## config.mk

```make
export PLATFORM = sky130hd
export DESIGN_NAME = bdHostCore
export DESIGN_NICKNAME = d
export VERILOG_FILES = /design/src/rtl/bdHostPkg.sv /design/src/rtl/syncFifo.sv /design/src/rtl/wbHostPort.sv /design/src/rtl/hostWordDecoder.sv /design/src/rtl/upstreamPacker.sv /design/src/rtl/bdHostCore.sv
export SDC_FILE = /design/constraint.sdc
export NUM_CORES = 2
export LEC_CHECK = 0
export ABC_AREA = 1
export BUFFER_PORTS_ARGS = -buffer_cell sky130_fd_sc_hd__buf_2
export CORE_UTILIZATION = 68
export DETAILED_ROUTE_END_ITERATION = 10
export PLACE_DENSITY = 0.86
export SLEW_MARGIN = 20
export SYNTH_ARGS = -nofsm -noshare
export SYNTH_HDL_FRONTEND = slang
export SYNTH_SLANG_ARGS = --single-unit
```

## constraint.sdc

```tcl
create_clock -name okClk -period 7.7 [get_ports okClk]
set_input_delay 0.77 -clock okClk [delete_from_list [all_inputs] [get_ports okClk]]
set_output_delay 0.77 -clock okClk [all_outputs]
set_load 0.05 [all_outputs]
```

## src/rtl/bdHostPkg.sv

```systemverilog
/* Word types, tag encoding and host address map for the bridge core.
   Every RTL module that touches pipe words imports this package. */
`default_nettype none

package bdHostPkg;

  //--------------------------------------------------------------------
  // Word types
  //--------------------------------------------------------------------
  typedef logic [31:0] hostWord;   // One pipe-in or pipe-out word
  typedef logic [15:0] regData;    // Register and channel contents
  typedef logic [4:0]  regId;      // Register or channel index
  typedef logic [25:0] downWord;   // {code[5:0], payload[19:0]} to the chip
  typedef logic [33:0] upWord;     // Raw word from the chip

  // Command tag in bits 31:30 of a pipe-in word
  // A top byte of all ones wins over the tag and marks an emulated upstream half
  typedef enum logic [1:0] {
    tagDown = 2'b00,               // Downstream chip word
    tagReg  = 2'b10,               // Configuration register write
    tagChan = 2'b11                // Channel register write
  } wordTag;

  //--------------------------------------------------------------------
  // Host address map
  //--------------------------------------------------------------------
  localparam logic [7:0] addrPipeIn   = 8'h80;  // Command words in
  localparam logic [7:0] addrPipeOut  = 8'hA0;  // Upstream words out
  localparam logic [7:0] addrRegBase  = 8'h00;  // Register n read at base + n
  localparam logic [7:0] addrChanBase = 8'h40;  // Channel n read at base + n

  // Returned on a pipe-out read with nothing queued
  localparam hostWord pipeOutEmpty = 32'hFFFF_FFFF;

  // Register 31 is the no-operation slot, never stored
  localparam regId nopReg = 5'd31;

  // Top byte of an emulated upstream half
  localparam logic [7:0] emuMark = 8'hFF;

  //--------------------------------------------------------------------
  // Bus request
  //--------------------------------------------------------------------
  // Wishbone classic request as driven by the host master
  typedef struct packed {
    logic       cyc;   // Bus cycle in progress
    logic       stb;   // Strobe, held until ack
    logic       we;    // Write enable
    logic [7:0] adr;   // Word address
    hostWord    dat;   // Write data
  } wbReq;

endpackage

`default_nettype wire

```

## src/rtl/syncFifo.sv

```systemverilog
/* Synchronous circular-buffer FIFO with first-word fall-through.
   Holds the downstream chip words and the split upstream pipe words. */
`timescale 1ns/1ns
`default_nettype none

module syncFifo #(
  parameter int Width = 32,  // Bits per entry
  parameter int Depth = 8    // Number of entries
) (
  input  logic                         okClk,
  input  logic                         reset,
  input  logic [Width-1:0]             din,
  input  logic                         push,
  output logic                         full,
  output logic [Width-1:0]             dout,
  input  logic                         pop,
  output logic                         empty,
  output logic [$clog2(Depth+1)-1:0]   freeCount
);

  localparam int PtrW   = (Depth > 1) ? $clog2(Depth) : 1;
  localparam int CountW = $clog2(Depth + 1);

  logic [Width-1:0]  mem [Depth];   // Storage, no reset needed
  logic [PtrW-1:0]   wrPtr;         // Next slot to write
  logic [PtrW-1:0]   rdPtr;         // Current head
  logic [CountW-1:0] count;         // Entries held
  logic              doPush;
  logic              doPop;

  // Wrap at Depth, which need not be a power of two
  function automatic logic [PtrW-1:0] nextPtr(input logic [PtrW-1:0] ptr);
    return (ptr == PtrW'(Depth - 1)) ? '0 : ptr + 1'b1;
  endfunction

  assign doPush = push && !full;
  assign doPop  = pop && !empty;

  assign full      = (count == CountW'(Depth));
  assign empty     = (count == '0);
  assign freeCount = CountW'(Depth) - count;
  assign dout      = mem[rdPtr];    // Head visible without a pop

  always_ff @(posedge okClk) begin
    if (doPush) mem[wrPtr] <= din;
  end

  always_ff @(posedge okClk) begin
    if (reset) begin
      wrPtr <= '0;
      rdPtr <= '0;
      count <= '0;
    end else begin
      if (doPush) wrPtr <= nextPtr(wrPtr);
      if (doPop)  rdPtr <= nextPtr(rdPtr);
      case ({doPush, doPop})
        2'b10:   count <= count + 1'b1;
        2'b01:   count <= count - 1'b1;
        default: count <= count;  // Both or neither
      endcase
    end
  end

  //--------------------------------------------------------------------
  // Checks on the producer and consumer
  //--------------------------------------------------------------------
  pushNotFull: assert property (@(posedge okClk) disable iff (reset) push |-> !full)
    else $error("syncFifo overflow");
  popNotEmpty: assert property (@(posedge okClk) disable iff (reset) pop |-> !empty)
    else $error("syncFifo underflow");

endmodule

`default_nettype wire

```

## src/rtl/wbHostPort.sv

```systemverilog
/* Wishbone classic slave for the host bus.
   Steers writes to pipe-in and reads to pipe-out or register readback. */
`timescale 1ns/1ns
`default_nettype none

module wbHostPort
  import bdHostPkg::*;
(
  input  logic    okClk,
  input  logic    reset,
  input  wbReq    wbIn,
  output logic    wbAck,
  output hostWord wbDatOut,
  output hostWord pipeIn,
  output logic    pipeInValid,
  input  logic    pipeInReady,
  output regId    readIdx,
  output logic    readChan,
  input  regData  readData,
  input  hostWord popData,
  input  logic    popEmpty,
  output logic    pop
);

  logic req;        // New request, not yet acked
  logic isPipeIn;
  logic isPipeOut;
  logic isReg;
  logic isChan;
  logic ackNext;

  //--------------------------------------------------------------------
  // Address decode
  //--------------------------------------------------------------------
  // The master still holds stb during the ack cycle, so mask it there
  assign req = wbIn.cyc && wbIn.stb && !wbAck;

  assign isPipeIn  = (wbIn.adr == addrPipeIn);
  assign isPipeOut = (wbIn.adr == addrPipeOut);
  assign isReg     = (wbIn.adr[7:5] == addrRegBase[7:5]);   // 32-word window
  assign isChan    = (wbIn.adr[7:5] == addrChanBase[7:5]);

  // Offset into whichever window is addressed
  assign readIdx  = regId'(wbIn.adr - (isChan ? addrChanBase : addrRegBase));
  assign readChan = isChan;

  assign pipeIn      = wbIn.dat;
  assign pipeInValid = req && wbIn.we && isPipeIn;   // Held until ready
  assign pop         = req && !wbIn.we && isPipeOut && !popEmpty;

  // Pipe-in writes wait for the decoder, everything else acks next cycle
  assign ackNext = req && (!pipeInValid || pipeInReady);

  always_ff @(posedge okClk) begin
    if (reset) wbAck <= 1'b0;
    else       wbAck <= ackNext;
  end

  // Read data, captured with the ack
  always_ff @(posedge okClk) begin
    if (req && !wbIn.we) begin
      if (isPipeOut) begin
        wbDatOut <= popEmpty ? pipeOutEmpty : popData;   // Head that is popped
      end else if (isReg || isChan) begin
        wbDatOut <= {16'h0000, readData};
      end else begin
        wbDatOut <= '0;   // Unmapped read
      end
    end
  end

  //--------------------------------------------------------------------
  // Bus protocol check
  //--------------------------------------------------------------------
  ackOneCycle: assert property (@(posedge okClk) disable iff (reset) wbAck |=> !wbAck)
    else $error("wbHostPort ack held for two cycles");

endmodule

`default_nettype wire

```

## src/rtl/hostWordDecoder.sv

```systemverilog
/* Sorts pipe-in command words by tag into register writes, channel writes,
   downstream chip words and emulated upstream words; serves register readback. */
`timescale 1ns/1ns
`default_nettype none

module hostWordDecoder
  import bdHostPkg::*;
(
  input  logic    okClk,
  input  logic    reset,
  input  hostWord pipeIn,
  input  logic    pipeInValid,
  output logic    pipeInReady,
  input  regId    readIdx,
  input  logic    readChan,
  output regData  readData,
  output downWord downOut,
  output logic    downPush,
  input  logic    downFull,
  output upWord   emuWord,
  output logic    emuValid,
  input  logic    emuReady
);

  localparam int NumRegs = int'(nopReg);   // Slots 0 to 30
  localparam int NumChan = 32;

  regData [NumRegs-1:0] regFile;    // Configuration registers
  regData [NumChan-1:0] chanFile;   // Channel registers
  logic                 halfPending;   // First emulated half held
  logic [23:0]          lowHalf;       // Bits 23:0 of the emulated word
  wordTag               tag;
  logic                 isEmu;
  logic                 accept;
  regId                 wrId;
  regData               wrData;

  //--------------------------------------------------------------------
  // Field extraction
  //--------------------------------------------------------------------
  assign tag    = wordTag'(pipeIn[31:30]);
  assign isEmu  = (pipeIn[31:24] == emuMark);   // Overrides the tag
  assign wrId   = pipeIn[28:24];
  assign wrData = pipeIn[15:0];
  assign accept = pipeInValid && pipeInReady;

  always_comb begin
    pipeInReady = 1'b1;                              // Register writes never stall
    if (isEmu) pipeInReady = !(halfPending && emuValid);  // Second half needs the slot
    else if (tag == tagDown) pipeInReady = !downFull;
  end

  // Downstream words go straight into the FIFO in the accept cycle
  assign downOut  = {pipeIn[29:24], pipeIn[19:0]};   // Code then payload
  assign downPush = accept && !isEmu && (tag == tagDown);

  //--------------------------------------------------------------------
  // Register and channel files
  //--------------------------------------------------------------------
  always_ff @(posedge okClk) begin
    if (reset) begin
      regFile  <= '0;
      chanFile <= '0;
    end else if (accept && !isEmu) begin
      case (tag)
        tagReg:  if (wrId != nopReg) regFile[wrId] <= wrData;   // Slot 31 dropped
        tagChan: chanFile[wrId] <= wrData;
        default: ;   // Downstream or unused tag
      endcase
    end
  end

  assign readData = readChan ? chanFile[readIdx]
                  : (readIdx == nopReg) ? '0 : regFile[readIdx];

  //--------------------------------------------------------------------
  // Emulated upstream reassembly
  //--------------------------------------------------------------------
  always_ff @(posedge okClk) begin
    if (reset) begin
      halfPending <= 1'b0;
      emuValid    <= 1'b0;
    end else begin
      if (emuValid && emuReady) emuValid <= 1'b0;   // Packer took it
      if (accept && isEmu) begin
        halfPending <= !halfPending;
        if (halfPending) emuValid <= 1'b1;          // Word complete
      end
    end
  end

  always_ff @(posedge okClk) begin
    if (accept && isEmu) begin
      if (!halfPending) lowHalf <= pipeIn[23:0];
      else              emuWord <= {pipeIn[9:0], lowHalf};   // High bits 33:24
    end
  end

  // A write aimed at the no-op slot leaves every register untouched
  nopNoStore: assert property (@(posedge okClk) disable iff (reset)
    (accept && !isEmu && tag == tagReg && wrId == nopReg) |=> $stable(regFile))
    else $error("hostWordDecoder stored a no-op register write");

endmodule

`default_nettype wire

```

## src/rtl/upstreamPacker.sv

```systemverilog
/* Merges emulated and chip upstream words, emulated first, and pushes
   each as two pipe-out words into the upstream FIFO. */
`timescale 1ns/1ns
`default_nettype none

module upstreamPacker
  import bdHostPkg::*;
#(
  parameter int Depth = 8   // Depth of the upstream FIFO
) (
  input  logic                       okClk,
  input  logic                       reset,
  input  upWord                      emuWord,
  input  logic                       emuValid,
  output logic                       emuReady,
  input  upWord                      bdUp,
  input  logic                       bdUpValid,
  output logic                       bdUpReady,
  output hostWord                    pushWord,
  output logic                       push,
  input  logic [$clog2(Depth+1)-1:0] freeCount
);

  typedef enum logic {
    stLow,    // Idle, word 0 goes out on accept
    stHigh    // Word 1 still owed
  } packState;

  packState    state;
  logic [9:0]  highBits;   // Bits 33:24 of the accepted word
  logic        haveRoom;
  logic        takeEmu;
  logic        takeChip;
  upWord       srcWord;

  //--------------------------------------------------------------------
  // Arbitration
  //--------------------------------------------------------------------
  assign haveRoom  = (freeCount >= 2);   // Both halves must fit
  assign emuReady  = (state == stLow) && haveRoom;
  assign bdUpReady = (state == stLow) && haveRoom && !emuValid;   // Emulation wins
  assign takeEmu   = emuValid && emuReady;
  assign takeChip  = bdUpValid && bdUpReady;
  assign srcWord   = takeEmu ? emuWord : bdUp;

  always_comb begin
    push     = 1'b0;
    pushWord = {8'h00, srcWord[23:0]};               // Word 0
    if (state == stHigh) begin
      push     = 1'b1;
      pushWord = {8'h01, 14'h0000, highBits};        // Word 1
    end else if (takeEmu || takeChip) begin
      push = 1'b1;
    end
  end

  always_ff @(posedge okClk) begin
    if (reset) begin
      state <= stLow;
    end else begin
      case (state)
        stLow:   if (takeEmu || takeChip) state <= stHigh;
        stHigh:  state <= stLow;
        default: state <= stLow;
      endcase
    end
  end

  always_ff @(posedge okClk) begin
    if (takeEmu || takeChip) highBits <= srcWord[33:24];
  end

  // Room check at accept must cover the second half as well
  pushHasRoom: assert property (@(posedge okClk) disable iff (reset)
    push |-> (freeCount != '0))
    else $error("upstreamPacker pushed into a full FIFO");

endmodule

`default_nettype wire

```

## src/rtl/bdHostCore.sv

```systemverilog
/* Host side of the chip bridge. Wishbone host bus on one side,
   valid/ready downstream and upstream chip ports on the other. */
`timescale 1ns/1ns
`default_nettype none

module bdHostCore
  import bdHostPkg::*;
#(
  parameter int DownDepth = 8,   // Downstream chip word queue
  parameter int UpDepth   = 8    // Upstream pipe word queue
) (
  input  logic    okClk,
  input  logic    reset,
  input  wbReq    wbIn,
  output logic    wbAck,
  output hostWord wbDatOut,
  output downWord bdDown,
  output logic    bdDownValid,
  input  logic    bdDownReady,
  input  upWord   bdUp,
  input  logic    bdUpValid,
  output logic    bdUpReady
);

  // Pipe-in and readback
  hostWord pipeIn;
  logic    pipeInValid, pipeInReady;
  regId    readIdx;
  logic    readChan;
  regData  readData;

  // Downstream queue
  downWord downOut;
  logic    downPush, downFull, downEmpty, downPop;

  // Upstream path
  upWord                       emuWord;
  logic                        emuValid, emuReady;
  hostWord                     upPushWord, upHead;
  logic                        upPush, upEmpty, upPop;
  logic [$clog2(UpDepth+1)-1:0] upFree;

  assign bdDownValid = !downEmpty;
  assign downPop     = bdDownValid && bdDownReady;   // Chip takes the head

  //--------------------------------------------------------------------
  // Host side
  //--------------------------------------------------------------------
  wbHostPort port_i (
    .okClk, .reset, .wbIn, .wbAck, .wbDatOut,
    .pipeIn, .pipeInValid, .pipeInReady,
    .readIdx, .readChan, .readData,
    .popData(upHead), .popEmpty(upEmpty), .pop(upPop)
  );

  hostWordDecoder decoder_i (
    .okClk, .reset, .pipeIn, .pipeInValid, .pipeInReady,
    .readIdx, .readChan, .readData,
    .downOut, .downPush, .downFull,
    .emuWord, .emuValid, .emuReady
  );

  //--------------------------------------------------------------------
  // Queues and upstream packing
  //--------------------------------------------------------------------
  syncFifo #(.Width($bits(downWord)), .Depth(DownDepth)) downFifo_i (
    .okClk, .reset, .din(downOut), .push(downPush), .full(downFull),
    .dout(bdDown), .pop(downPop), .empty(downEmpty), .freeCount()
  );

  upstreamPacker #(.Depth(UpDepth)) packer_i (
    .okClk, .reset, .emuWord, .emuValid, .emuReady,
    .bdUp, .bdUpValid, .bdUpReady,
    .pushWord(upPushWord), .push(upPush), .freeCount(upFree)
  );

  syncFifo #(.Width($bits(hostWord)), .Depth(UpDepth)) upFifo_i (
    .okClk, .reset, .din(upPushWord), .push(upPush), .full(),
    .dout(upHead), .pop(upPop), .empty(upEmpty), .freeCount(upFree)
  );

endmodule

`default_nettype wire

```

==> impl_results.md <==
- Status: completed
- CP required: 6.93 ns
- Final Cycle Share: between 50% and 60%
- Tmin final: 4.48 ns
- IO Pins: 142
- CTS Root Cell: clkbuf_16
- Crit path kind: register to output pin
- WL/cell: roughly 18 um
- Sequential share of power: 45.3%
- Slew headroom: between 10% and 20%
- Seq cells post-synth: 1540
- Leakage power: 37.9 nW
- Post-synth top area share: 28.4%
- Layout area overhead: 7.16%
- Total gr overflow: 0
- Routed wire length: 212000 um
- Crit path launch type: register
- Cell mode on critical path: buf_4
- Warnings, synthesis: 0
- Die area: 0.109 sq mm
- Post-Synthesis Cells: 10478
- Vias in the first global route: 62008
- Total net switching power: approximately 5.6 mW
- Worst path arrival time: between 3 and 4 ns
- RSZ-0062 raised after global routing: no
- Die X: roughly 330 um
- Sw Ratio: 29.1%
- Part of the power in the clock network: roughly two fifths
- Maxcap violations: 0
- Logic pwr share: 14.6%
- Die Span Y: about 330 um
- F_max: 223 MHz
- # rows: 119
- Final net count: 10232
- Power per standard cell area: 248 mW/mm^2
- Worst Tran Pin Value: 1.25 ns
- Proportion of layout cells with a drive suffix above 1: 5.31%
- Internal power: around 14 mW
- Port Buffers: 141
- Share of the core filled with cells: approximately three quarters
- Sum Neg Setup Slack: 0 ns
- Dominant cells by area after synthesis: dfxtp_1 28%, edfxtp_1 21%, nand2_1 17%
- First-pass DRT Iterations: 8
- First-pass GRT wire length: 328000 um
- CP endpoint kind: output pin
- Drt first-iter violations: 8119
- Synthesized area: ~0.073 sq mm
- Final setup fails: 0
- CP peak stage delay: 0.60 ns
- Via/cell ratio: 5.70
- Critical path peak fanout: 53
- Max IR drop VDD: 0.000428 V
- Antenna violation net count after detailed routing: 0
- Max-slew violations: 0
- Sequential-to-total area share from yosys stat: 49.0%
- CTS tree: yes
- Routed vias: 66429
- Critical-path top delay cell: inv_1
- Clk sink count: 1540
- Distinct cells, synth: 39
- Placeable Area: around 0.11 sq mm
- Clock-pin slew on the worst setup and hold paths: about 0.06 ns
- H-tree depth: 4
- Largest area contributor in the netlist: dfxtp_1
- Overall routing resource usage: 38.2%
- Final Hold Viols: 0
- Longest Clk Path Bufs: 3
- Clock Latency Late Sink: between 0.8 and 0.9 ns
- Resized Gates After CTS: 0
- Initial Util: 69.1%
- Num CTS Buffers: approximately 160
- Largest net degree at the start of global routing: 236
- Type of the worst min-delay path: input port to register
- Final RePlAce weighted congestion: 0.920
- Clock Skew: about 0.017 ns
- Crit path cell chain: buf_4, inv_1, buf_4, o21ai_0, o22ai_1, nor2_1, a31oi_1, buf_2
- Initial antenna violation count: 6
- Net Count, Synth: roughly 11000
- DRC errors left: 0
- Syn avg cell area: approximately 7.0 sq um
- Final HPWL DP: 117000 um
- Hold-fix buffer count after cts: 0
- Post-CTS Repair Setup Buffers: 0
-- worst paths after layout --
kind	start	to	slack, ns	cells past startpoint
hold reg to reg	decoder_i.lowHalf[8]	decoder_i.emuWord[8]	0.42	0
setup / recovery	register	bdDown[8]	3.22	8
setup reg to reg	packer_i.state	upFifo_i.mem[1][17]	3.47	6
hold / removal	wbIn[23]	decoder_i.lowHalf[23]	0.15	1
-- cell families after synthesis --
logic type                 after synthesis  synth area share, %
and+or+nand+nor                       6465                 35.8
AOI/OAI and AO/OA                      591                 4.37
adders and majority gates               17                0.301
buffers and inverters                 1860                 10.4
DFF                                   1540                 49.0
xor gates and xnor gates                 5               0.0599
-- routing by layer --
layer  vias up  share of wire, %  GRT usage (%)  routed length [um]
met4         2               6.2           23.2               13200
met2      3875                45           61.3               95700
li1      31337                 -              -                   -
met5         -            0.0076              0                  16
met3       781                11           6.59               24100
met1     30434                37           48.5               78800
-- placed cells by master (no fill, tap or decap), types with 3 or more instances in the layout --
cell       count
o21ai_0      292
nand2_1     3258
xnor2_1        3
buf_4        104
inv_16         8
nor2_2        19
nand4_2        3
a31oi_1       27
bufinv_16     13
o2111ai_1      3
or2_2          3
clkbuf_1      45
nor3_1         5
nand4_4       40
clkinv_1      16
clkinv_2      18
buf_2        122
edfxtp_1     502
nor2_1      2342
inv_6          3
nand3b_1      23
clkbuf_16    157
nor2_4         4
dfxtp_1     1036
nand3_1      701
ha_1          16
o22ai_1       34
a21oi_1      182
nand4_1       63
inv_2          3
o211ai_1      40
buf_12         8
clkbuf_8      24
a221oi_1       9
diode_2        5
inv_1       1109
-- critical path, delay by kind of cell (launching register included) --
kind,cells,cell delay [ns]
buffers and inverters,4,1.71
AOI/OAI and AO/OA,3,0.70
DFF,1,0.31
and+or+nand+nor,1,0.10
-- registers in the layout (all words and copies together), names as in the netlist, named ones only --
signal,cells
decoder_i.chanFile,512
decoder_i.emuValid,1
decoder_i.emuWord,34
decoder_i.halfPending,1
decoder_i.lowHalf,24
decoder_i.regFile,496
downFifo_i.count,4
downFifo_i.mem,208
downFifo_i.rdPtr,3
downFifo_i.wrPtr,3
packer_i.highBits,10
packer_i.state,1
port_i.wbAck,1
port_i.wbDatOut,26
upFifo_i.count,4
upFifo_i.mem,200
upFifo_i.rdPtr,3
upFifo_i.wrPtr,3
-- area by class of cell --
| type | instances | area, sq um |
|---|---|---|
| clock inverter | 57 | 801 |
| fill | 7724 | 27500 |
| tap | 1391 | 1740 |
| inverter | 1122 | 4240 |
| antenna | 5 | 12.5 |
| sequential | 1540 | 35900 |
| timing repair buffer | 236 | 1580 |
| multi-input combinational | 7078 | 29700 |
| clock buffer | 225 | 4410 |
-- power groups by stage --
| stage | Sequential (mW) | Clock (mW) | Combinational [mW] |
|---|---|---|---|
| after floorplan | 8.94 | 0 | 1.85 |
| after global placement | 8.94 | 0 | 2.64 |
| after detailed placement | 8.95 | 0 | 2.71 |
| after CTS | 8.78 | 7.79 | 2.76 |
| after global routing | 8.80 | 8.12 | 2.99 |
| final | 8.78 | 7.79 | 2.84 |
-- per-stage QoR --
| stage | worst slack [ns] | std cells | hold WS [ns] | power, mW | instance area [sq um] |
|---|---|---|---|---|---|
| detailed placement | 2.97 | 11366 | 0.405 | 11.7 | 73100 |
| global route | 3.13 | 11653 | 0.128 | 19.9 | 78300 |
| finish | 3.22 | 11654 | 0.148 | 19.4 | 78300 |
| global placement | 3.10 | 11365 | 0.401 | 11.6 | 73100 |
| CTS | 3.32 | 11648 | 0.119 | 19.3 | 78300 |
| floorplan | 4.13 | 10478 | 0.400 | 10.8 | 73100 |
-- cell usage after synthesis, drive strengths merged --
master and count:
nand2 3259, nor2 2365, inv 1118, dfxtp 1038
nand3 701, edfxtp 502, buf 411, clkbuf 327
o21ai 293, a21oi 182, nand4 106, o211ai 40
o22ai 34, a31oi 27, nand3b 23, ha 16
a221oi 9, nor3 5, clkinv 4, o2111ai 3
or2 3, xnor2 3, a311oi 2, xor2 2
and3 1, fa 1, nor3b 1, nor4 1
o211a 1
No activity file was read; power rests on OpenSTA's default activity.
